===== src/hw/simson_pkg.sv =====
/*
 * Shared types and constants for the sound command path of the game core.
 * Holds the variant encoding, the CPU address map of the sound latch,
 * the sound command layout and the FIFO sizing. Referenced by scoped names.
 */
package simson_pkg;

    // Game variant as written in the ROM-download header
    typedef enum logic [1:0] {
        game_simson   = 2'd0,
        game_paroda   = 2'd1,
        game_vendetta = 2'd2
    } game_t;

    // Main CPU bus
    typedef logic [15:0] cpu_addr_t;
    typedef logic [7:0]  cpu_data_t;

    // Sound command code with side in bit 7, level in 6..3 and length-1 in 2..0
    typedef logic [7:0]  snd_code_t;
    typedef logic [3:0]  level_t;
    typedef logic [2:0]  burst_len_t;

    localparam int code_side_bit  = 7;
    localparam int code_level_msb = 6;
    localparam int code_level_lsb = 3;
    localparam int code_len_msb   = 2;

    // One channel sample
    typedef logic [7:0]  sample_t;

    // Sample = level << level_shift
    localparam int level_shift = 4;

    // Count of pairs left in a burst up to 8
    localparam int burst_cnt_w = 4;
    typedef logic [burst_cnt_w-1:0] burst_cnt_t;

    // Debug status byte
    typedef logic [7:0]  st_t;

    typedef struct packed {
        snd_code_t code;
        logic      mono;
    } snd_cmd_t;

    typedef struct packed {
        sample_t left;
        sample_t right;
    } snd_pair_t;

    // Sound latch per variant with the mono register at latch + 1
    localparam cpu_addr_t latch_addr_simson   = 16'h1F80;
    localparam cpu_addr_t latch_addr_paroda   = 16'h1FA0;
    localparam cpu_addr_t latch_addr_vendetta = 16'h5F80;

    // Command FIFO between main and sound sides
    localparam int fifo_depth = 4;
    localparam int fifo_ptr_w = $clog2(fifo_depth);
    // Fill count must reach fifo_depth itself
    localparam int fifo_cnt_w = $clog2(fifo_depth + 1);

    typedef logic [fifo_ptr_w-1:0] fifo_ptr_t;
    typedef logic [fifo_cnt_w-1:0] fifo_cnt_t;

endpackage


===== src/hw/simson_game.sv =====
/*
 * Game top level for the sound command path. Latches the loaded variant
 * from the ROM-download header, chains the main interface, command FIFO
 * and sequencer, and registers a debug status byte picked by debug_bus.
 */
`timescale 1ns/1ns

module simson_game (
    input  logic                  clk,
    input  logic                  arst_n,

    // ROM download
    input  logic                  header,
    input  logic                  prog_we,
    input  logic [1:0]            prog_addr,
    input  logic [1:0]            prog_data,

    // Main CPU bus
    input  simson_pkg::cpu_addr_t cpu_addr,
    input  simson_pkg::cpu_data_t cpu_dout,
    input  logic                  cpu_we,

    output logic                  snd_busy,

    // Sound output
    output simson_pkg::snd_pair_t snd_pair,
    output logic                  snd_valid,
    input  logic                  snd_ready,

    // Debug
    input  logic [7:0]            debug_bus,
    output simson_pkg::st_t       debug_view
);

    simson_pkg::game_t     game;
    simson_pkg::snd_cmd_t  cmd;
    simson_pkg::snd_cmd_t  fifo_cmd;
    simson_pkg::fifo_cnt_t fifo_fill;
    simson_pkg::st_t       st_main;
    simson_pkg::st_t       st_snd;
    logic                  cmd_valid;
    logic                  cmd_ready;
    logic                  fifo_valid;
    logic                  fifo_ready;

    // Variant from the header where value 3 is not a board
    always_ff @(posedge clk or negedge arst_n) begin
        if (!arst_n) begin
            game <= simson_pkg::game_simson;
        end else if (header && prog_we && prog_addr == 2'd0 && prog_data != 2'd3) begin
            game <= simson_pkg::game_t'(prog_data);
        end
    end

    always_ff @(posedge clk or negedge arst_n) begin
        if (!arst_n) begin
            debug_view <= '0;
        end else begin
            case (debug_bus[7:6])
                2'd0: debug_view <= st_main;
                2'd1: debug_view <= simson_pkg::st_t'(fifo_fill);
                2'd2: debug_view <= st_snd;
                default: debug_view <= simson_pkg::st_t'(game);
            endcase
        end
    end

    simson_main_if u_main (
        .clk       ( clk        ),
        .arst_n    ( arst_n     ),
        .game      ( game       ),
        .cpu_addr  ( cpu_addr   ),
        .cpu_dout  ( cpu_dout   ),
        .cpu_we    ( cpu_we     ),
        .cmd       ( cmd        ),
        .cmd_valid ( cmd_valid  ),
        .cmd_ready ( cmd_ready  ),
        .snd_busy  ( snd_busy   ),
        .st_dout   ( st_main    )
    );

    simson_snd_fifo u_fifo (
        .clk       ( clk        ),
        .arst_n    ( arst_n     ),
        .in_cmd    ( cmd        ),
        .in_valid  ( cmd_valid  ),
        .in_ready  ( cmd_ready  ),
        .out_cmd   ( fifo_cmd   ),
        .out_valid ( fifo_valid ),
        .out_ready ( fifo_ready ),
        .fill      ( fifo_fill  )
    );

    simson_snd_seq u_seq (
        .clk       ( clk        ),
        .arst_n    ( arst_n     ),
        .cmd       ( fifo_cmd   ),
        .cmd_valid ( fifo_valid ),
        .cmd_ready ( fifo_ready ),
        .snd_pair  ( snd_pair   ),
        .snd_valid ( snd_valid  ),
        .snd_ready ( snd_ready  ),
        .st_dout   ( st_snd     )
    );

endmodule


===== src/hw/simson_main_if.sv =====
/*
 * Main CPU side of the sound path. Decodes bus writes to the sound latch
 * and the mono register of the loaded variant, and holds one command
 * until the FIFO takes it. snd_busy tells the CPU to hold off.
 */
`timescale 1ns/1ns

module simson_main_if (
    input  logic                  clk,
    input  logic                  arst_n,

    input  simson_pkg::game_t     game,

    // CPU bus with one write per cycle while cpu_we is high
    input  simson_pkg::cpu_addr_t cpu_addr,
    input  simson_pkg::cpu_data_t cpu_dout,
    input  logic                  cpu_we,

    // Towards the command FIFO
    output simson_pkg::snd_cmd_t  cmd,
    output logic                  cmd_valid,
    input  logic                  cmd_ready,

    output logic                  snd_busy,

    // Debug
    output simson_pkg::st_t       st_dout
);

    simson_pkg::cpu_addr_t latch_addr;
    simson_pkg::cpu_addr_t mono_addr;
    simson_pkg::st_t       latch_cnt;
    logic                  latch_wr;
    logic                  latch_take;
    logic                  mono_wr;
    logic                  mono;

    // Latch location moves between the three boards
    always_comb begin
        case (game)
            simson_pkg::game_paroda:   latch_addr = simson_pkg::latch_addr_paroda;
            simson_pkg::game_vendetta: latch_addr = simson_pkg::latch_addr_vendetta;
            default:                   latch_addr = simson_pkg::latch_addr_simson;
        endcase
    end

    assign mono_addr = simson_pkg::cpu_addr_t'(latch_addr + 16'd1);

    assign latch_wr   = cpu_we && (cpu_addr == latch_addr);
    assign mono_wr    = cpu_we && (cpu_addr == mono_addr);
    // A write on top of a pending command is dropped
    assign latch_take = latch_wr && !cmd_valid;

    assign snd_busy = cmd_valid;
    assign st_dout  = latch_cnt;

    // Control state
    always_ff @(posedge clk or negedge arst_n) begin
        if (!arst_n) begin
            cmd_valid <= 1'b0;
            mono      <= 1'b0;
            latch_cnt <= '0;
        end else begin
            // Only bit 0 of the mono register exists
            if (mono_wr) begin
                mono <= cpu_dout[0];
            end
            if (latch_take) begin
                cmd_valid <= 1'b1;
                latch_cnt <= latch_cnt + 8'd1;
            end else if (cmd_ready) begin
                cmd_valid <= 1'b0;
            end
        end
    end

    // Pending command with mono sampled at the latch write
    always_ff @(posedge clk) begin
        if (latch_take) begin
            cmd.code <= cpu_dout;
            cmd.mono <= mono;
        end
    end

    // CPU software has to poll snd_busy before writing the latch
    a_no_latch_while_busy: assert property (
        @(posedge clk) disable iff (!arst_n)
        latch_wr |-> !cmd_valid
    ) else $error("sound latch written while a command is pending");

endmodule


===== src/hw/simson_snd_fifo.sv =====
/*
 * Circular buffer of sound commands between the main and sound sides.
 * Valid/ready on both ports, push and pop allowed in the same cycle.
 */
`timescale 1ns/1ns

module simson_snd_fifo (
    input  logic                  clk,
    input  logic                  arst_n,

    // Write side
    input  simson_pkg::snd_cmd_t  in_cmd,
    input  logic                  in_valid,
    output logic                  in_ready,

    // Read side
    output simson_pkg::snd_cmd_t  out_cmd,
    output logic                  out_valid,
    input  logic                  out_ready,

    output simson_pkg::fifo_cnt_t fill
);

    simson_pkg::snd_cmd_t  mem [simson_pkg::fifo_depth];
    simson_pkg::fifo_ptr_t wr_ptr;
    simson_pkg::fifo_ptr_t rd_ptr;
    logic                  push;
    logic                  pop;

    assign in_ready  = fill != simson_pkg::fifo_cnt_t'(simson_pkg::fifo_depth);
    assign out_valid = fill != '0;
    assign out_cmd   = mem[rd_ptr];

    assign push = in_valid && in_ready;
    assign pop  = out_valid && out_ready;

    // Pointers wrap on their own since the depth is a power of two
    always_ff @(posedge clk or negedge arst_n) begin
        if (!arst_n) begin
            wr_ptr <= '0;
            rd_ptr <= '0;
            fill   <= '0;
        end else begin
            if (push) begin
                wr_ptr <= wr_ptr + 1'b1;
            end
            if (pop) begin
                rd_ptr <= rd_ptr + 1'b1;
            end
            case ({push, pop})
                2'b10:   fill <= fill + 1'b1;
                2'b01:   fill <= fill - 1'b1;
                default: fill <= fill;
            endcase
        end
    end

    always_ff @(posedge clk) begin
        if (push) begin
            mem[wr_ptr] <= in_cmd;
        end
    end

    a_fill_range: assert property (
        @(posedge clk) disable iff (!arst_n)
        fill <= simson_pkg::fifo_cnt_t'(simson_pkg::fifo_depth)
    ) else $error("command FIFO fill count above depth");

    // Full and not drained means nothing got in
    a_no_push_full: assert property (
        @(posedge clk) disable iff (!arst_n)
        !in_ready && !pop |=> !in_ready && $stable(wr_ptr)
    ) else $error("command pushed into a full FIFO");

endmodule


===== src/hw/simson_snd_seq.sv =====
/*
 * Sound sequencer. Takes one command at a time and plays it out as a
 * burst of identical stereo pairs on a valid/ready output.
 */
`timescale 1ns/1ns

module simson_snd_seq (
    input  logic                   clk,
    input  logic                   arst_n,

    // Command input from the FIFO
    input  simson_pkg::snd_cmd_t   cmd,
    input  logic                   cmd_valid,
    output logic                   cmd_ready,

    // Sample pairs out
    output simson_pkg::snd_pair_t  snd_pair,
    output logic                   snd_valid,
    input  logic                   snd_ready,

    // Debug
    output simson_pkg::st_t        st_dout
);

    typedef enum logic {
        st_idle,
        st_play
    } state_t;

    state_t                 state;
    simson_pkg::burst_cnt_t remain;
    simson_pkg::snd_pair_t  pair_q;
    simson_pkg::snd_pair_t  next_pair;
    simson_pkg::level_t     level;
    simson_pkg::burst_len_t len;
    simson_pkg::sample_t    amp;
    logic                   take;
    logic                   give;
    logic                   last;

    assign cmd_ready = state == st_idle;
    assign snd_valid = state == st_play;
    assign snd_pair  = pair_q;

    assign take = cmd_valid && cmd_ready;
    assign give = snd_valid && snd_ready;
    assign last = remain == simson_pkg::burst_cnt_t'(1);

    // Decode the command code fields
    assign level = cmd.code[simson_pkg::code_level_msb:simson_pkg::code_level_lsb];
    assign len   = cmd.code[simson_pkg::code_len_msb:0];
    assign amp   = simson_pkg::sample_t'(level) << simson_pkg::level_shift;

    always_comb begin
        next_pair = '0;
        if (cmd.mono) begin
            next_pair.left  = amp;
            next_pair.right = amp;
        end else if (cmd.code[simson_pkg::code_side_bit]) begin
            next_pair.right = amp;
        end else begin
            next_pair.left  = amp;
        end
    end

    always_ff @(posedge clk or negedge arst_n) begin
        if (!arst_n) begin
            state  <= st_idle;
            remain <= '0;
        end else begin
            case (state)
                st_idle: begin
                    if (take) begin
                        state  <= st_play;
                        remain <= simson_pkg::burst_cnt_t'(len) + 1'b1;
                    end
                end
                st_play: begin
                    if (give) begin
                        remain <= remain - 1'b1;
                        // back to idle after the last pair
                        if (last) state <= st_idle;
                    end
                end
                default: state <= st_idle;
            endcase
        end
    end

    // The pair is fixed for the whole burst
    always_ff @(posedge clk) begin
        if (take) begin
            pair_q <= next_pair;
        end
    end

    assign st_dout = {snd_valid, {(7 - simson_pkg::burst_cnt_w){1'b0}}, remain};

    a_pair_stable: assert property (
        @(posedge clk) disable iff (!arst_n)
        snd_valid && !snd_ready |=> snd_valid && $stable(snd_pair)
    ) else $error("sample pair changed while stalled");

endmodule


===== config.mk =====
export PLATFORM = sky130hd
export DESIGN_NAME = simson_game
export DESIGN_NICKNAME = d
export VERILOG_FILES = /design/src/hw/simson_pkg.sv /design/src/hw/simson_game.sv /design/src/hw/simson_main_if.sv /design/src/hw/simson_snd_fifo.sv /design/src/hw/simson_snd_seq.sv
export SDC_FILE = /design/constraint.sdc
export NUM_CORES = 1
export LEC_CHECK = 0
export BUFFER_PORTS_ARGS = -buffer_cell sky130_fd_sc_hd__buf_2
export CAP_MARGIN = 20
export CORE_UTILIZATION = 51
export CTS_CLUSTER_DIAMETER = 40
export DETAILED_ROUTE_END_ITERATION = 12
export HOLD_SLACK_MARGIN = 0.02
export PLACE_DENSITY = 0.73
export SLEW_MARGIN = 20
export SYNTH_ARGS = -nofsm -noshare
export SYNTH_HDL_FRONTEND = slang
export SYNTH_SLANG_ARGS = --single-unit

===== constraint.sdc =====
create_clock -name clk -period 2.7 [get_ports clk]
set_clock_uncertainty 0.15 [all_clocks]
set_input_delay 0.135 -clock clk [delete_from_list [all_inputs] [get_ports clk]]
set_output_delay 0.135 -clock clk [all_outputs]
set_load 0.02 [all_outputs]

* Yosys cells after proc, flatten, opt, wreduce, memory -nomap -nowiden *
Memories as Yosys holds them, arrays and structs flattened.
Cells that the tools add are included.
Widths: inputs -> output; s select.

cells by class
  mux-type cells = 17
  bitwise logic cells = 1
  eq/ne operators = 13
  reduce and logical (&&, ||, !) cells = 16
  shifts and indexed selects = 0
  $add $sub $neg = 8
  div/mod/pow operators = 0
  multipliers = 0
  $lt $le $gt $ge = 0

operator list
  cell                   number
  $pmux 15 s2            1
  $pmux 8 s3             1
  $add 15x1->16 const B  1
  $eq 16x15->1           1
  $eq 16x16->1           1
  $mux 16                1
  $mux 8                 2
  $logic_and 1x1->1      9
  $add 8x1->8 const B    1
  $mux 4                 2
  $pmux 4 s2             1
  $mux 1                 7
  $eq 2x1->1 const B     3
  $eq 2x2->1 const B     3
  $ne 2x2->1 const B     3
  $pmux 3 s2             1
  $add 2x1->2 const B    2
  $add 3x1->4 const B    1
  $eq 4x1->1 const B     1
  $logic_not 2->1        2
  $reduce_bool 2->1      2
  $sub 4x1->4 const B    1
  $add 3x1->3 const B    1
  $ne 3x3->1 const B     1
  other kinds (6)        6

storage, ports and cells
  output and inout port bits = 26
  input bits = 42
  memory bits (writable) = 36
  bits in read-only memories = 0
  bits in latches = 0
  flip-flop bits (word level) = 57
  word-level logic and storage cells = 72
  memories = 1

memory list
  memory      depth  width  read ports  clocked after Yosys merged registers in  write ports  line                   text
  u_fifo.mem  4      9      1           0                                        1            simson_snd_fifo.sv:24  simson_pkg::snd_cmd_t mem [simson_pkg::fifo_depth];

* Longest topological paths before layout *
Gate-level depths: netlist of the first run.

  depth in word-level cells = 6
  depth in mapped cells = 9

* Hierarchy *
Synthesis of the first run repeated with hierarchy kept, for this count alone.

unflattened totals
  cell total of the unflattened synthesis = 241
  area total of the unflattened synthesis = 3756.1 µm²

modules (own cells, without submodules)
  module           area an instance (µm²)  seq. area each (µm²)  cells each  instances
  simson_snd_fifo  1725.4                  1256.2                84          1
  simson_main_if   838.3                   520.5                 57          1
  simson_snd_seq   753.2                   365.4                 68          1
  simson_game      439.2                   250.2                 32          1

* Worst setup path after synthesis of the first run *
No wires, ideal clock.

  kind = register to register
  from = register u_seq.state (netlist: u_seq.snd_valid)
  to = register u_fifo.fill[2]
  stages on the path, launching flop included = 8
  setup slack = 362 ps
  data required time = 2471 ps
  setup time = 79 ps
  arrival = 2109 ps
  clock period less this slack = 2338 ps
  path through = dfrtp_1 > nor2_1 > ha_1 > inv_1 > fa_1 > xor2_1 > nor2_1 > xor2_1

on the way
  word-level cells in the longest chain between the ends = 4
  elaborated cells on any way between the ends = 6
  those cells by class = 2 x eq/ne; 1 x mux; 1 x bitwise; 2 x reduce/logical

RTL lines
  what                                                    line                   text
  start, declared                                         simson_snd_seq.sv:30   state_t state;
  start signal, assigned                                  simson_snd_seq.sv:68   state <= st_idle;
  start signal, assigned                                  simson_snd_seq.sv:74   state <= st_play;
  start signal, assigned                                  simson_snd_seq.sv:82   if (last) state <= st_idle;
  $not 1->1 (*)                                           simson_snd_seq.sv:41   assign cmd_ready = state == st_idle;
  $logic_and 1x1->1 (*)                                   simson_snd_fifo.sv:35  assign pop = out_valid && out_ready;
  named net u_fifo.pop                                    simson_snd_fifo.sv:28  logic pop;
  $eq 2x1->1 / $eq 2x2->1 (equally long branches)         simson_snd_fifo.sv:50  case ({push, pop})
  $pmux 3 s2 / $reduce_bool 2->1 (equally long branches)  n/a
  end signal, assigned                                    simson_snd_fifo.sv:51  2'b10: fill <= fill + 1'b1;
  end signal, assigned                                    simson_snd_fifo.sv:52  2'b01: fill <= fill - 1'b1;
  end signal, assigned                                    simson_snd_fifo.sv:53  default: fill <= fill;
  end, declared                                           simson_snd_fifo.sv:21  output simson_pkg::fifo_cnt_t fill

The timed path passes the listed nets; every way through them passes the cells marked *.
A chain may end at the register's enable or synchronous reset.

* Worst setup path after layout of the first run *
  from = register game[0]
  to = register, netlist name u_main.cmd[1]

on the way
  word-level cells in the longest chain between the ends = 5
  elaborated cells on any way between the ends = 6
  those cells by class = 3 x eq/ne; 1 x mux; 2 x reduce/logical

RTL lines
  what                                             line                  text
  start, declared                                  simson_game.sv:35     simson_pkg::game_t game;
  start signal, assigned                           simson_game.sv:49     game <= simson_pkg::game_simson;
  start signal, assigned                           simson_game.sv:51     game <= simson_pkg::game_t'(prog_data);
  $eq 2x2->1 / $eq 2x1->1 (equally long branches)  simson_main_if.sv:40  case (game)
  $pmux 15 s2 (*)                                  simson_main_if.sv:40
  $eq 16x15->1 (*)                                 simson_main_if.sv:49  assign latch_wr = cpu_we && (cpu_addr == latch_addr);
  $logic_and 1x1->1 (*)                            simson_main_if.sv:49
  $logic_and 1x1->1 (*)                            simson_main_if.sv:52  assign latch_take = latch_wr && !cmd_valid;
  named net u_main.latch_take                      simson_main_if.sv:34  logic latch_take;

Marked as above.

==> report_table.html, run 1 <==
<table>
<tr><th>Metric</th><th>Value</th></tr>
<tr><th colspan="2">Synthesis</th></tr>
<tr><td>Most used flip-flop cell after synthesis</td><td>sky130_fd_sc_hd__edfxtp_1</td></tr>
<tr><td>Multiplexer share of the synthesized area</td><td>9.12%</td></tr>
<tr><td>Synth Warn #</td><td>0</td></tr>
<tr><td>Share of the synthesized area in the top cell type</td><td>43.1%</td></tr>
<tr><td>Synthesized-area fraction occupied by and/or/nand/nor cells</td><td>12.2%</td></tr>
<tr><td>XOR/XNOR share of the synthesized area</td><td>4.27%</td></tr>
<tr><td>Largest family of logic cells by synthesized area</td><td>simple AND/OR/NAND/NOR gates</td></tr>
<tr><td>Gate count of the mapped netlist</td><td>236</td></tr>
<tr><td>Ranking of synthesized cells by area</td><td>sky130_fd_sc_hd__edfxtp_1 43%, sky130_fd_sc_hd__dfrtp_1 22%, sky130_fd_sc_hd__mux4_2 6.1%, sky130_fd_sc_hd__xor2_1 3.1%, sky130_fd_sc_hd__ha_1 3.1%</td></tr>
<tr><td>Area of the mapped netlist</td><td>0.00369 mm²</td></tr>
<tr><td>Number of enable-type register cells in the synthesized netlist</td><td>53</td></tr>
<tr><td>Number of distinct library cell variants in the gate-level netlist after synthesis</td><td>47</td></tr>
<tr><td>FF+latch count, synth</td><td>85</td></tr>
<tr><td>Part of the Yosys area used for sequential elements</td><td>64.8%</td></tr>
<tr><td>Cell type contributing the most total cell area after synthesis</td><td>sky130_fd_sc_hd__edfxtp_1</td></tr>
<tr><td>Synthesized-area fraction occupied by ao, oa, aoi and oai cells</td><td>2.85%</td></tr>
<tr><td>Fraction of registers with async set or reset after synthesis</td><td>37.6%</td></tr>
<tr><td>Average cell area after synthesis</td><td>15.6 µm²</td></tr>
<tr><td>Synth Area in Adders</td><td>3.59%</td></tr>
<tr><th colspan="2">Setup path</th></tr>
<tr><td>Slowest cell on crit path</td><td>sky130_fd_sc_hd__nor2_1</td></tr>
<tr><td>Largest stage delay on the critical path</td><td>0.66 ns</td></tr>
<tr><td>WP data required</td><td>2.52 ns</td></tr>
<tr><td>Crit path arrival time</td><td>1.98 ns</td></tr>
<tr><td>Family with the most delay on the worst path</td><td>simple AND/OR/NAND/NOR gates</td></tr>
<tr><td>CP Launch Type</td><td>flop</td></tr>
<tr><td>Worst path cell trace</td><td>nor4_2 &gt; a211oi_4 &gt; nor2_1</td></tr>
<tr><td>Critical path depth in cells</td><td>3</td></tr>
<tr><td>Worst R2R Path Depth</td><td>3</td></tr>
<tr><td>Number of buffers and inverters on the critical path</td><td>0</td></tr>
<tr><td>Classification of the worst setup path</td><td>flop to flop</td></tr>
<tr><td>Capturing point of the worst reg2reg path</td><td>u_main.cmd[1]</td></tr>
<tr><td>Crit Path Max Fanout</td><td>9</td></tr>
<tr><td>Sort of element at the end of the critical path</td><td>flop</td></tr>
<tr><td>Register-to-register setup slack</td><td>0.54 ns</td></tr>
<tr><td>Reg-to-Reg Start</td><td>game[0]</td></tr>
<tr><th colspan="2">Clocking</th></tr>
<tr><td>Number of hold buffers added after cts</td><td>16</td></tr>
<tr><td>Clock transition at path regs</td><td>0.08 ns</td></tr>
<tr><td>Clock buffer depth</td><td>2</td></tr>
<tr><td>Total number of H-tree levels</td><td>3</td></tr>
<tr><td>Clock sink count</td><td>85</td></tr>
<tr><td>Root buffer selected by CTS</td><td>sky130_fd_sc_hd__clkbuf_8</td></tr>
<tr><td>Number of gates resized after CTS</td><td>0</td></tr>
<tr><td>TritonCTS clock tree</td><td>yes</td></tr>
<tr><td>Number of buffers inserted to repair setup after CTS</td><td>0</td></tr>
<tr><td>Latest clock arrival within the worst-skew pair</td><td>0.34 ns</td></tr>
<tr><td>Number of buffers added by the clock tree synthesis step</td><td>9</td></tr>
<tr><th colspan="2">Timing</th></tr>
<tr><td>FMAX</td><td>464 MHz</td></tr>
<tr><td>Setup total negative slack</td><td>0 ns</td></tr>
<tr><td>Number of hold violations in the final report</td><td>0</td></tr>
<tr><td>Minimum clock period after layout</td><td>2.16 ns</td></tr>
<tr><td>Final hold slack</td><td>0.0991 ns</td></tr>
<tr><td>Final period util</td><td>79.8%</td></tr>
<tr><td>Setup repair after global routing missed its margin</td><td>false</td></tr>
<tr><td>Actual slew at the worst max-slew pin</td><td>0.832 ns</td></tr>
<tr><td>Slew Viols, Final</td><td>0</td></tr>
<tr><td>Final Setup Violations</td><td>0</td></tr>
<tr><td>Relative max-transition margin</td><td>44.3%</td></tr>
<tr><th colspan="2">Route</th></tr>
<tr><td>Initial DRT Pass Iterations</td><td>6</td></tr>
<tr><td>Via/cell ratio</td><td>5.03</td></tr>
<tr><td>Detailed router's first-iteration violation count</td><td>84</td></tr>
<tr><td>Wirelength, routed</td><td>5.81 mm</td></tr>
<tr><td>Vias after detailed routing</td><td>2,082</td></tr>
<tr><td>DRC violation count after routing</td><td>0</td></tr>
<tr><td>Routed length per placed instance</td><td>14.0 µm</td></tr>
<tr><td>Antenna Violating Nets Remaining</td><td>0</td></tr>
<tr><th colspan="2">Power and ir drop</th></tr>
<tr><td>Internal</td><td>2170 µW</td></tr>
<tr><td>Lkg Pwr</td><td>0.00183 µW</td></tr>
<tr><td>Worst VDD drop</td><td>0.278 mV</td></tr>
<tr><td>Power Total</td><td>2990 µW</td></tr>
<tr><td>Switching power total</td><td>819 µW</td></tr>
<tr><td>Switching portion of total power</td><td>27.4%</td></tr>
<tr><td>Combinational power share</td><td>18.4%</td></tr>
<tr><td>Power share of the clock group</td><td>29.5%</td></tr>
<tr><td>Part of the power in registers</td><td>52.1%</td></tr>
<tr><td>Total power density per cell area</td><td>678 mW/mm²</td></tr>
<tr><th colspan="2">GRT</th></tr>
<tr><td>Overall global routing resource usage</td><td>17.4%</td></tr>
<tr><td>Largest net degree at the start of global routing</td><td>33</td></tr>
<tr><td>Global-route wire length before repair</td><td>9.62 mm</td></tr>
<tr><td>Number of antenna violations at the first check in global routing</td><td>0</td></tr>
<tr><td>Total global routing overflow</td><td>0</td></tr>
<tr><td>Number of global-route vias before repair</td><td>2,036</td></tr>
<tr><th colspan="2">Final layout</th></tr>
<tr><td>Fillers</td><td>533</td></tr>
<tr><td>Final-stage net count</td><td>366</td></tr>
<tr><td>Antenna fix cells</td><td>0</td></tr>
<tr><td>Layout cell share with drive strength beyond 1</td><td>29.6%</td></tr>
<tr><td>Commonest non-fill, non-tap cells in the layout</td><td>53 x sky130_fd_sc_hd__buf_2, 53 x sky130_fd_sc_hd__edfxtp_1, 32 x sky130_fd_sc_hd__dfrtp_1</td></tr>
<tr><td>Area growth from synthesis to final layout</td><td>19.4%</td></tr>
<tr><td>Final core occ</td><td>63.8%</td></tr>
<tr><th colspan="2">Floorplan</th></tr>
<tr><td>Initial core utilization</td><td>53.4%</td></tr>
<tr><td>Total Die Area</td><td>0.00758 mm²</td></tr>
<tr><td>Core footprint</td><td>0.00691 mm²</td></tr>
<tr><td>Width of the chip</td><td>87.1 µm</td></tr>
<tr><td>Number of ports placed on the die boundary</td><td>68</td></tr>
<tr><td>Y dimension of the die</td><td>87.1 µm</td></tr>
<tr><td>Number of cell rows</td><td>30</td></tr>
<tr><th colspan="2">Placed design</th></tr>
<tr><td>Final HPWL from detailed placement</td><td>4.02 mm</td></tr>
<tr><td>Gp weighted congestion</td><td>0.756</td></tr>
<tr><td>Number of buffers inserted by port buffering</td><td>53</td></tr>
<tr><th colspan="2">Worst hold path</th></tr>
<tr><td>Hold path depth</td><td>4</td></tr>
<tr><td>Endpoint with the worst hold slack</td><td>u_main.mono</td></tr>
<tr><td>HP Class</td><td>input port to flop</td></tr>
<tr><td>HP Start</td><td>cpu_addr[0]</td></tr>
<tr><th colspan="2">Status</th></tr>
<tr><td>Result of the run</td><td>complete, no violations</td></tr>
<tr><th colspan="2">Run</th></tr>
<tr><td>Max cap viols</td><td>0</td></tr>
</table>
## Yosys cell counts, types with 2 or more instances
cell type / number
sky130_fd_sc_hd__a21oi_1: 4
sky130_fd_sc_hd__nor4_2: 2
sky130_fd_sc_hd__nand3_1: 2
sky130_fd_sc_hd__nor3_1: 5
sky130_fd_sc_hd__o21ai_1: 2
sky130_fd_sc_hd__xor2_1: 13
sky130_fd_sc_hd__clkbuf_1: 4
sky130_fd_sc_hd__o21ai_0: 2
sky130_fd_sc_hd__edfxtp_1: 53
sky130_fd_sc_hd__nor2_1: 10
sky130_fd_sc_hd__xnor2_1: 5
sky130_fd_sc_hd__ha_1: 9
sky130_fd_sc_hd__mux4_2: 10
sky130_fd_sc_hd__mux2_1: 2
sky130_fd_sc_hd__mux2_2: 2
sky130_fd_sc_hd__dfrtp_1: 32
sky130_fd_sc_hd__nand2_1: 11
sky130_fd_sc_hd__inv_1: 8
sky130_fd_sc_hd__nand4_1: 5
sky130_fd_sc_hd__and4bb_2: 2
sky130_fd_sc_hd__and2_1: 12
sky130_fd_sc_hd__buf_4: 9
sky130_fd_sc_hd__mux2i_1: 4
sky130_fd_sc_hd__nor2b_1: 5
## layer usage
layer  share of wire [%]  vias to the layer above  global-route usage, %
met5                   0                        -                      0
met4                 1.6                        0                   7.27
met3                 3.3                       10                   3.51
met2                  46                       47                   26.8
met1                  49                     1015                   24.4
li1                    -                     1010                      -
## kinds of logic (layout without fill, tap and decap cells)
group | Yosys count | in the layout
compound gates | 15 | 15
fa+ha+maj | 10 | 10
mux | 19 | 19
simple gates | 67 | 67
buf+inv | 21 | 96
other cells | 1 | 8
flops | 85 | 85
xor+xnor | 18 | 18
## worst reg2reg max path, stage by stage (launching register included)
cell	delay [ns]
sky130_fd_sc_hd__dfrtp_1	0.46
sky130_fd_sc_hd__nor4_2	0.41
sky130_fd_sc_hd__a211oi_4	0.10
sky130_fd_sc_hd__nor2_1	0.66
## through the flow
step	worst slack, ns	area [µm²]	std cells
2_1_floorplan	0.362	3720	243
3_3_place_gp	0.545	4050	383
3_5_place_dp	0.485	4050	383
4_1_cts	0.479	4400	414
5_1_grt	0.332	4400	414
6_report	0.545	4400	414
## how the worst max path moves through the flow
stage / start / endpoint / slack [ns]
after floorplan: u_seq.snd_valid / u_fifo.fill[2] / 0.36
after global placement: game[0] / u_main.cmd[6] / 0.54
after detailed placement: game[0] / u_main.cmd[6] / 0.49
after CTS: game[0] / u_main.cmd[1] / 0.48
after global routing: u_fifo.fill[0] / u_fifo.fill[2] / 0.33
final: game[0] / u_main.cmd[1] / 0.54
## power by group through the flow
stage | sequential, µW | clock [µW] | combinational (µW)
global placement | 1580 | 0 | 514
CTS | 1560 | 901 | 552
detailed placement | 1580 | 0 | 524
global route | 1570 | 950 | 615
finish | 1560 | 882 | 548
floorplan | 1590 | 0 | 368
## cell type report
class / instances / area [µm²] / share of cell area (%)
tap: 96 / 120 / 2.73
timing repair buffer: 73 / 455 / 10.3
clock inverter: 6 / 71.3 / 1.62
multi-input combinational: 137 / 1210 / 27.5
clock buffer: 9 / 124 / 2.81
inverter: 8 / 30.0 / 0.682
sequential: 85 / 2390 / 54.3
## registers in the layout (all words and copies together) (netlist names)
signal	cells
debug_view	8
u_main.mono	1
u_main.cmd_valid	1
u_seq.remain	4
u_fifo.fill	3
u_fifo.wr_ptr	2
u_seq.snd_valid	1
u_fifo.mem	36
u_main.cmd	9
game	2
u_seq.snd_pair	8
u_main.st_dout	8
u_fifo.rd_ptr	2
No activity file was read; power rests on OpenSTA's default activity.
==> run 2, diff against run 1 <==
Clock period 2.7 ns to 2 ns, I/O delays scaled along.
==> run 2 against run 1 <==
Compared with the run above: global-route usage rose by 1.2 points; sequential power increased by 35%; setup slack got worse by 0.50 ns; largest cell class unchanged; fmax up 10%; largest power group unchanged.
==> report_table.html, run 2 (synthesis results as in run 1) <==
<table>
<tr><th>Metric</th><th>Value</th></tr>
<tr><th colspan="2">Final layout</th></tr>
<tr><td>Layout Cells excl Fill</td><td>435 (+5.1%)</td></tr>
<tr><td>Register with the most flip-flops</td><td>u_fifo.mem</td></tr>
<tr><td>Antenna fix cells</td><td>0 (unchanged)</td></tr>
<tr><td>Max FFs per register</td><td>36 (unchanged)</td></tr>
<tr><td>Final-stage net count</td><td>386 (+5.5%)</td></tr>
<tr><td>Area growth from synthesis to final layout</td><td>24.0%</td></tr>
<tr><td>Layout cell share with drive strength beyond 1</td><td>36.3% (+6.7 points)</td></tr>
<tr><td>Largest regs</td><td>u_fifo.mem (36), u_main.cmd (9)</td></tr>
<tr><td>Commonest non-fill, non-tap cells in the layout</td><td>53 x sky130_fd_sc_hd__buf_2, 53 x sky130_fd_sc_hd__edfxtp_1, 30 x sky130_fd_sc_hd__dfrtp_1</td></tr>
<tr><th colspan="2">GRT</th></tr>
<tr><td>Overall global routing resource usage</td><td>18.6% (+1.2 points)</td></tr>
<tr><td>Global-route wire length before repair</td><td>10.2 mm (+6.2%)</td></tr>
<tr><td>Met2 usage in global routing</td><td>27.6% (+0.79 points)</td></tr>
<tr><td>Number of global-route vias before repair</td><td>2,067 (+1.5%)</td></tr>
<tr><td>Met1 capacity usage during global routing</td><td>25.9% (+1.5 points)</td></tr>
<tr><td>Number of antenna violations at the first check in global routing</td><td>0 (unchanged)</td></tr>
<tr><td>Largest net degree at the start of global routing</td><td>33 (unchanged)</td></tr>
<tr><td>GRT busiest layer</td><td>met2</td></tr>
<tr><td>Routing usage on met3</td><td>4.27% (+0.76 points)</td></tr>
<tr><td>Total global routing overflow</td><td>0 (unchanged)</td></tr>
<tr><th colspan="2">Timing</th></tr>
<tr><td>Final Setup Violations</td><td>0 (unchanged)</td></tr>
<tr><td>Number of hold violations in the final report</td><td>0 (unchanged)</td></tr>
<tr><td>FMAX</td><td>511 MHz (+10%)</td></tr>
<tr><td>Relative max-transition margin</td><td>52.6% (+8.3 points)</td></tr>
<tr><td>Final period util</td><td>97.8% (+18 points)</td></tr>
<tr><td>Slew Viols, Final</td><td>0 (unchanged)</td></tr>
<tr><td>Minimum clock period after layout</td><td>1.96 ns (-0.200 ns)</td></tr>
<tr><td>Setup repair after global routing missed its margin</td><td>true</td></tr>
<tr><td>Min setup slack post-route</td><td>0.0443 ns (-0.500 ns)</td></tr>
<tr><td>Actual slew at the worst max-slew pin</td><td>0.711 ns (-0.121 ns)</td></tr>
<tr><th colspan="2">Clocking</th></tr>
<tr><td>Root buffer selected by CTS</td><td>sky130_fd_sc_hd__clkbuf_8</td></tr>
<tr><td>Clock sink count</td><td>85 (unchanged)</td></tr>
<tr><td>Latest clock arrival within the worst-skew pair</td><td>0.35 ns (about the same)</td></tr>
<tr><td>Total number of H-tree levels</td><td>3 (unchanged)</td></tr>
<tr><td>Number of buffers added by the clock tree synthesis step</td><td>9 (unchanged)</td></tr>
<tr><td>TritonCTS clock tree</td><td>yes</td></tr>
<tr><td>Clock transition at path regs</td><td>0.09 ns (about the same)</td></tr>
<tr><td>Clock buffer depth</td><td>2 (unchanged)</td></tr>
<tr><th colspan="2">Setup path</th></tr>
<tr><td>Critical path launch point</td><td>u_fifo.fill[0]</td></tr>
<tr><td>Number of buffers and inverters on the critical path</td><td>2 (+2)</td></tr>
<tr><td>Reg-to-Reg Start</td><td>u_fifo.fill[0]</td></tr>
<tr><td>CP Launch Type</td><td>flop</td></tr>
<tr><td>Largest stage delay on the critical path</td><td>0.42 ns (-0.24 ns)</td></tr>
<tr><td>Sort of element at the end of the critical path</td><td>flop</td></tr>
<tr><td>Worst R2R Path Depth</td><td>9 (+6)</td></tr>
<tr><td>Crit Path Max Fanout</td><td>3 (-6)</td></tr>
<tr><td>Crit path arrival time</td><td>2.08 ns (+0.10 ns)</td></tr>
<tr><td>Worst path cell trace</td><td>nor2_2 &gt; a21boi_1 &gt; inv_1 &gt; ha_2 &gt; inv_2 &gt; fa_2 &gt; xor2_1 &gt; nor2_1 &gt; xor2_1</td></tr>
<tr><td>WP data required</td><td>2.12 ns (-0.40 ns)</td></tr>
<tr><td>Classification of the worst setup path</td><td>flop to flop</td></tr>
<tr><td>Most frequent cell on the critical path</td><td>sky130_fd_sc_hd__xor2_1</td></tr>
<tr><td>Critical path depth in cells</td><td>9 (+6)</td></tr>
<tr><td>Slowest cell on crit path</td><td>sky130_fd_sc_hd__dfrtp_1</td></tr>
<tr><td>Family with the most delay on the worst path</td><td>adder cells</td></tr>
<tr><th colspan="2">Placed design</th></tr>
<tr><td>Number of instances in the placed design</td><td>396 (+3.4%)</td></tr>
<tr><td>Final HPWL from detailed placement</td><td>4.36 mm (+8.5%)</td></tr>
<tr><td>Pre-CTS setup slack</td><td>-0.145 ns (-0.631 ns)</td></tr>
<tr><td>Gp weighted congestion</td><td>0.711 (-6.0%)</td></tr>
<tr><td>Number of buffers inserted by port buffering</td><td>53 (unchanged)</td></tr>
<tr><th colspan="2">Worst hold path</th></tr>
<tr><td>HP Class</td><td>input port to flop</td></tr>
<tr><td>HP Start</td><td>cpu_addr[0]</td></tr>
<tr><td>Hold path depth</td><td>4 (unchanged)</td></tr>
<tr><th colspan="2">Run</th></tr>
<tr><td>Max cap viols</td><td>0 (unchanged)</td></tr>
<tr><th colspan="2">Power and ir drop</th></tr>
<tr><td>Lkg Pwr</td><td>0.00193 µW (+5.4%)</td></tr>
<tr><td>Total power density per cell area</td><td>892 mW/mm² (+32%)</td></tr>
<tr><td>Worst VDD drop</td><td>0.415 mV (+49%)</td></tr>
<tr><th colspan="2">Floorplan</th></tr>
<tr><td>Total Die Area</td><td>0.00758 mm² (unchanged)</td></tr>
<tr><td>Width of the chip</td><td>87.1 µm (unchanged)</td></tr>
<tr><td>Initial core utilization</td><td>53.4% (unchanged)</td></tr>
<tr><td>Y dimension of the die</td><td>87.1 µm (unchanged)</td></tr>
<tr><td>Number of ports placed on the die boundary</td><td>68 (unchanged)</td></tr>
<tr><td>Core footprint</td><td>0.00691 mm² (unchanged)</td></tr>
<tr><td>Number of cell rows</td><td>30 (unchanged)</td></tr>
<tr><th colspan="2">Route</th></tr>
<tr><td>Routed length per placed instance</td><td>14.6 µm (+4.3%)</td></tr>
<tr><td>Via/cell ratio</td><td>5.09 (+1.2%)</td></tr>
<tr><td>Antenna Violating Nets Remaining</td><td>0 (unchanged)</td></tr>
<tr><td>DRC violation count after routing</td><td>0 (unchanged)</td></tr>
<tr><td>Detailed router's first-iteration violation count</td><td>61 (-27%)</td></tr>
<tr><td>Initial DRT Pass Iterations</td><td>4 (-2)</td></tr>
<tr><td>Wirelength, routed</td><td>6.36 mm (+9.6%)</td></tr>
<tr><td>Vias after detailed routing</td><td>2,213 (+6.3%)</td></tr>
<tr><th colspan="2">Status</th></tr>
<tr><td>Result of the run</td><td>complete, no violations</td></tr>
</table>
==> run 2: cell types whose count changed in the layout (fill, tap and decap cells not counted), sizes merged <==
cell,delta
bufinv,-1
inv,+1
dlygate4sd3,+1
buf,+19
clkbuf,+1
==> run 2: cell type report <==
type,instances,area (µm²)
Sequential cell,85,2390
Timing Repair Buffer,93,608
Fill cell,496,2330
Clock buffer,10,128
Inverter,8,30.0
Clock inverter,6,51.3
Multi-Input combinational cell,137,1240
Tap cell,96,120
==> run 2: path summary, 6_finish.rpt <==
kind	end	slack (ns)
worst max-delay path	u_fifo.fill[2]	0.04
worst min-delay path	u_main.mono	0.03
worst max register to register	u_fifo.fill[2]	0.04
worst min register to register	u_main.cmd[0]	0.32
max in group asynchronous	u_fifo.rd_ptr[0]	1.01
min in group asynchronous	game[1]	0.19
==> run 2: timing repair <==
item | CTS | global route
buffers inserted | 4 | 2
endpoints found under the hold margin | 52 | 0
gates cloned | 0 | 0
hold buffers | 17 | 0
pin swaps | 3 | 2
endpoints found under the setup margin | 10 | 6
gates resized for setup | 5 | 3
==> run 2: routing by layer <==
metal / part of all wire [%] / vias up / wire (µm)
met5: 0 / - / 0
met4: 1.9 / 0 / 122
met3: 4.0 / 8 / 252
met2: 48 / 64 / 3040
met1: 46 / 1092 / 2950
li1: - / 1049 / -
==> run 2: metrics by stage <==
stage	setup TNS (ns)	hold WS, ns	total power (µW)	cell area (µm²)	utilization [%]
final	0	0.0344	4080	4570	66.2
after global routing	-0.0257	0.0356	4270	4570	66.2
after CTS	-0.000249	0.0305	4080	4550	65.9
after detailed placement	-1.41	0.0452	2910	4160	60.2
after global placement	-1.29	0.0404	2880	4160	60.2
after floorplan	-0.00106	-0.346	2660	3730	-
==> run 2: worst reg2reg max path, cell delays in order (launching register included) <==
cell                       delay (ns)
sky130_fd_sc_hd__dfrtp_1         0.42
sky130_fd_sc_hd__nor2_2          0.17
sky130_fd_sc_hd__a21boi_1        0.10
sky130_fd_sc_hd__inv_1           0.06
sky130_fd_sc_hd__ha_2            0.17
sky130_fd_sc_hd__inv_2           0.04
sky130_fd_sc_hd__fa_2            0.33
sky130_fd_sc_hd__xor2_1          0.15
sky130_fd_sc_hd__nor2_1          0.13
sky130_fd_sc_hd__xor2_1          0.16
==> run 2: where the power goes <==
part / internal, µW / switching (µW) / leakage (µW)
Sequential: 1970 / 126 / 0.000910
Combinational: 435 / 429 / 0.000924
Clock: 474 / 647 / 0.0000936
Total: 2880 / 1200 / 0.00193
==> run 3, diff against run 2 <==
==> constraint.sdc (replaced) <==
create_clock -name clk -period 2 [get_ports clk]
set_clock_uncertainty 0.15 [all_clocks]
set_input_delay 0.1 -clock clk [delete_from_list [all_inputs] [get_ports clk]]
set_output_delay 0.1 -clock clk [all_outputs]
set_load 0.01 [all_outputs]
==> run 3 against run 2 <==
Compared with the run above: combinational power down 5.6%; hold slack gained 0.0079 ns; sequential power about the same; critical path depth shrank 4; utilization hardly changed; critical endpoint is now u_main.mono; largest power group unchanged.
==> report_table.html, run 3 (synthesis results as in run 1) <==
<table>
<tr><th>Metric</th><th>Value</th></tr>
<tr><th colspan="2">Final layout</th></tr>
<tr><td>Antenna fix cells</td><td>0 (unchanged)</td></tr>
<tr><td>Fillers</td><td>510 (+2.8%)</td></tr>
<tr><td>Register with the most flip-flops</td><td>u_fifo.mem</td></tr>
<tr><td>Final core occ</td><td>66.2% (about the same)</td></tr>
<tr><td>Commonest non-fill, non-tap cells in the layout</td><td>53 x sky130_fd_sc_hd__buf_2, 53 x sky130_fd_sc_hd__edfxtp_1, 28 x sky130_fd_sc_hd__dfrtp_1</td></tr>
<tr><td>Max FFs per register</td><td>36 (unchanged)</td></tr>
<tr><td>Sequential cell area</td><td>0.00240 mm² (+0.10%)</td></tr>
<tr><td>Final-stage net count</td><td>384 (-0.52%)</td></tr>
<tr><td>Area growth from synthesis to final layout</td><td>23.9% (about the same)</td></tr>
<tr><td>Layout cell share with drive strength beyond 1</td><td>36.5% (+0.22 points)</td></tr>
<tr><td>Largest regs</td><td>u_fifo.mem (36), u_main.cmd (9)</td></tr>
<tr><td>Multi-input gate area in the final layout</td><td>0.00125 mm² (+0.71%)</td></tr>
<tr><td>Layout Cells excl Fill</td><td>433 (-0.46%)</td></tr>
<tr><th colspan="2">GRT</th></tr>
<tr><td>Largest net degree at the start of global routing</td><td>33 (unchanged)</td></tr>
<tr><td>Overall global routing resource usage</td><td>18.6% (about the same)</td></tr>
<tr><td>Total global routing overflow</td><td>0 (unchanged)</td></tr>
<tr><td>Global-route wire length before repair</td><td>10.2 mm (-0.40%)</td></tr>
<tr><td>Number of antenna violations at the first check in global routing</td><td>0 (unchanged)</td></tr>
<tr><td>Number of global-route vias before repair</td><td>2,171 (+5.0%)</td></tr>
<tr><th colspan="2">Floorplan</th></tr>
<tr><td>Number of cell rows</td><td>30 (unchanged)</td></tr>
<tr><td>Width of the chip</td><td>87.1 µm (unchanged)</td></tr>
<tr><td>Y dimension of the die</td><td>87.1 µm (unchanged)</td></tr>
<tr><td>Total Die Area</td><td>0.00758 mm² (unchanged)</td></tr>
<tr><td>Initial core utilization</td><td>53.4% (unchanged)</td></tr>
<tr><td>Core footprint</td><td>0.00691 mm² (unchanged)</td></tr>
<tr><td>Number of ports placed on the die boundary</td><td>68 (unchanged)</td></tr>
<tr><th colspan="2">Route</th></tr>
<tr><td>Detailed router's first-iteration violation count</td><td>104 (+70%)</td></tr>
<tr><td>Wirelength, routed</td><td>6.29 mm (-1.1%)</td></tr>
<tr><td>Antenna Violating Nets Remaining</td><td>0 (unchanged)</td></tr>
<tr><td>Routed length per placed instance</td><td>14.5 µm (-0.64%)</td></tr>
<tr><td>Via/cell ratio</td><td>5.03 (-1.1%)</td></tr>
<tr><td>Initial DRT Pass Iterations</td><td>4 (unchanged)</td></tr>
<tr><td>Vias after detailed routing</td><td>2,178 (-1.6%)</td></tr>
<tr><td>DRC violation count after routing</td><td>0 (unchanged)</td></tr>
<tr><th colspan="2">Timing</th></tr>
<tr><td>Number of hold violations in the final report</td><td>0 (unchanged)</td></tr>
<tr><td>Final Setup Violations</td><td>0 (unchanged)</td></tr>
<tr><td>Actual slew at the worst max-slew pin</td><td>0.703 ns (-0.00819 ns)</td></tr>
<tr><td>Setup total negative slack</td><td>0 ns (unchanged)</td></tr>
<tr><td>Minimum clock period after layout</td><td>1.93 ns (-0.0236 ns)</td></tr>
<tr><td>Final hold slack</td><td>0.0424 ns (+0.00791 ns)</td></tr>
<tr><td>Setup repair after global routing missed its margin</td><td>true</td></tr>
<tr><td>Relative max-transition margin</td><td>53.1% (+0.55 points)</td></tr>
<tr><td>FMAX</td><td>518 MHz (+1.2%)</td></tr>
<tr><td>Slew Viols, Final</td><td>0 (unchanged)</td></tr>
<tr><td>Final period util</td><td>96.6% (-1.2 points)</td></tr>
<tr><td>Min setup slack post-route</td><td>0.0679 ns (+0.0236 ns)</td></tr>
<tr><th colspan="2">Power and ir drop</th></tr>
<tr><td>Lkg Pwr</td><td>0.00191 µW (-0.93%)</td></tr>
<tr><td>Total power density per cell area</td><td>878 mW/mm² (-1.6%)</td></tr>
<tr><td>Worst VDD drop</td><td>0.411 mV (-0.95%)</td></tr>
<tr><th colspan="2">Worst hold path</th></tr>
<tr><td>HP Class</td><td>input port to flop</td></tr>
<tr><th colspan="2">Run</th></tr>
<tr><td>Max cap viols</td><td>0 (unchanged)</td></tr>
<tr><th colspan="2">Clocking</th></tr>
<tr><td>Clock buffer depth</td><td>2 (unchanged)</td></tr>
<tr><td>Latest clock arrival within the worst-skew pair</td><td>0.35 ns (about the same)</td></tr>
<tr><td>Root buffer selected by CTS</td><td>sky130_fd_sc_hd__clkbuf_8</td></tr>
<tr><td>TritonCTS clock tree</td><td>yes</td></tr>
<tr><td>Number of buffers added by the clock tree synthesis step</td><td>9 (unchanged)</td></tr>
<tr><td>Clock sink count</td><td>85 (unchanged)</td></tr>
<tr><td>Clock transition at path regs</td><td>0.09 ns (about the same)</td></tr>
<tr><td>Total number of H-tree levels</td><td>3 (unchanged)</td></tr>
<tr><th colspan="2">Setup path</th></tr>
<tr><td>WP data required</td><td>2.09 ns (-0.03 ns)</td></tr>
<tr><td>Sort of element at the end of the critical path</td><td>flop</td></tr>
<tr><td>Classification of the worst setup path</td><td>flop to flop</td></tr>
<tr><td>CP Launch Type</td><td>flop</td></tr>
<tr><td>Crit Path Max Fanout</td><td>8 (+5)</td></tr>
<tr><td>Crit path arrival time</td><td>2.03 ns (-0.05 ns)</td></tr>
<tr><th colspan="2">Placed design</th></tr>
<tr><td>Number of buffers inserted by port buffering</td><td>53 (unchanged)</td></tr>
<tr><td>Pre-CTS setup slack</td><td>-0.158 ns (-0.0124 ns)</td></tr>
<tr><td>Final HPWL from detailed placement</td><td>4.43 mm (+1.5%)</td></tr>
<tr><td>Gp weighted congestion</td><td>0.711 (about the same)</td></tr>
<tr><td>Number of instances in the placed design</td><td>394 (-0.51%)</td></tr>
<tr><th colspan="2">Status</th></tr>
<tr><td>Result of the run</td><td>complete, no violations</td></tr>
</table>
run 3: final timing paths:
check | from | to | slack (ns) | cells past startpoint
max reg2reg | game[0] | u_main.mono | 0.07 | 5
min reg2reg | u_main.mono | u_main.cmd[0] | 0.32 | 0
max in group asynchronous | arst_n | u_fifo.fill[2] | 1.03 | 2
max | game[0] | u_main.mono | 0.07 | 5
min | cpu_addr[10] | u_main.mono | 0.04 | 4
min in group asynchronous | arst_n | debug_view[3] | 0.17 | 2
run 3: timing repair:
item                                    CTS  global route
endpoints found under the hold margin    53             0
pin swaps                                 0             3
buffers inserted                          2             3
gates resized for setup                   4             7
endpoints found under the setup margin   10            14
hold buffers                             18             0
run 3: metal layers:
metal / global-route usage (%) / part of all wire [%]
met4: 9.70 / 2.5
met3: 4.27 / 3.9
met5: 0 / 0
met1: 24.6 / 46
met2: 29.0 / 48
run 3: area by class of cell:
class	count	area share, %
multi-input combinational	137	27.4
tap	96	2.63
inverter	8	0.657
timing repair buffer	91	13.0
clock buffer	10	2.79
sequential	85	52.4
clock inverter	6	1.09
run 3: metrics by stage:
step | total power (µW) | cell area (µm²)
2_1_floorplan | 2620 | 3730
3_3_place_gp | 2840 | 4150
3_5_place_dp | 2860 | 4150
4_1_cts | 4030 | 4530
5_1_grt | 4220 | 4570
6_report | 4010 | 4570
run 3: worst max-delay path, stage by stage (launching register included):
cell and delay, ns:
sky130_fd_sc_hd__dfrtp_1 0.48, sky130_fd_sc_hd__nor4_4 0.37, sky130_fd_sc_hd__a211oi_4 0.09, sky130_fd_sc_hd__buf_4 0.19
sky130_fd_sc_hd__nor3_2 0.21, sky130_fd_sc_hd__mux2_1 0.33
run 3: power by group:
group | internal, µW | switching [µW]
registers | 1970 | 128
clock network | 471 | 626
logic | 434 | 382
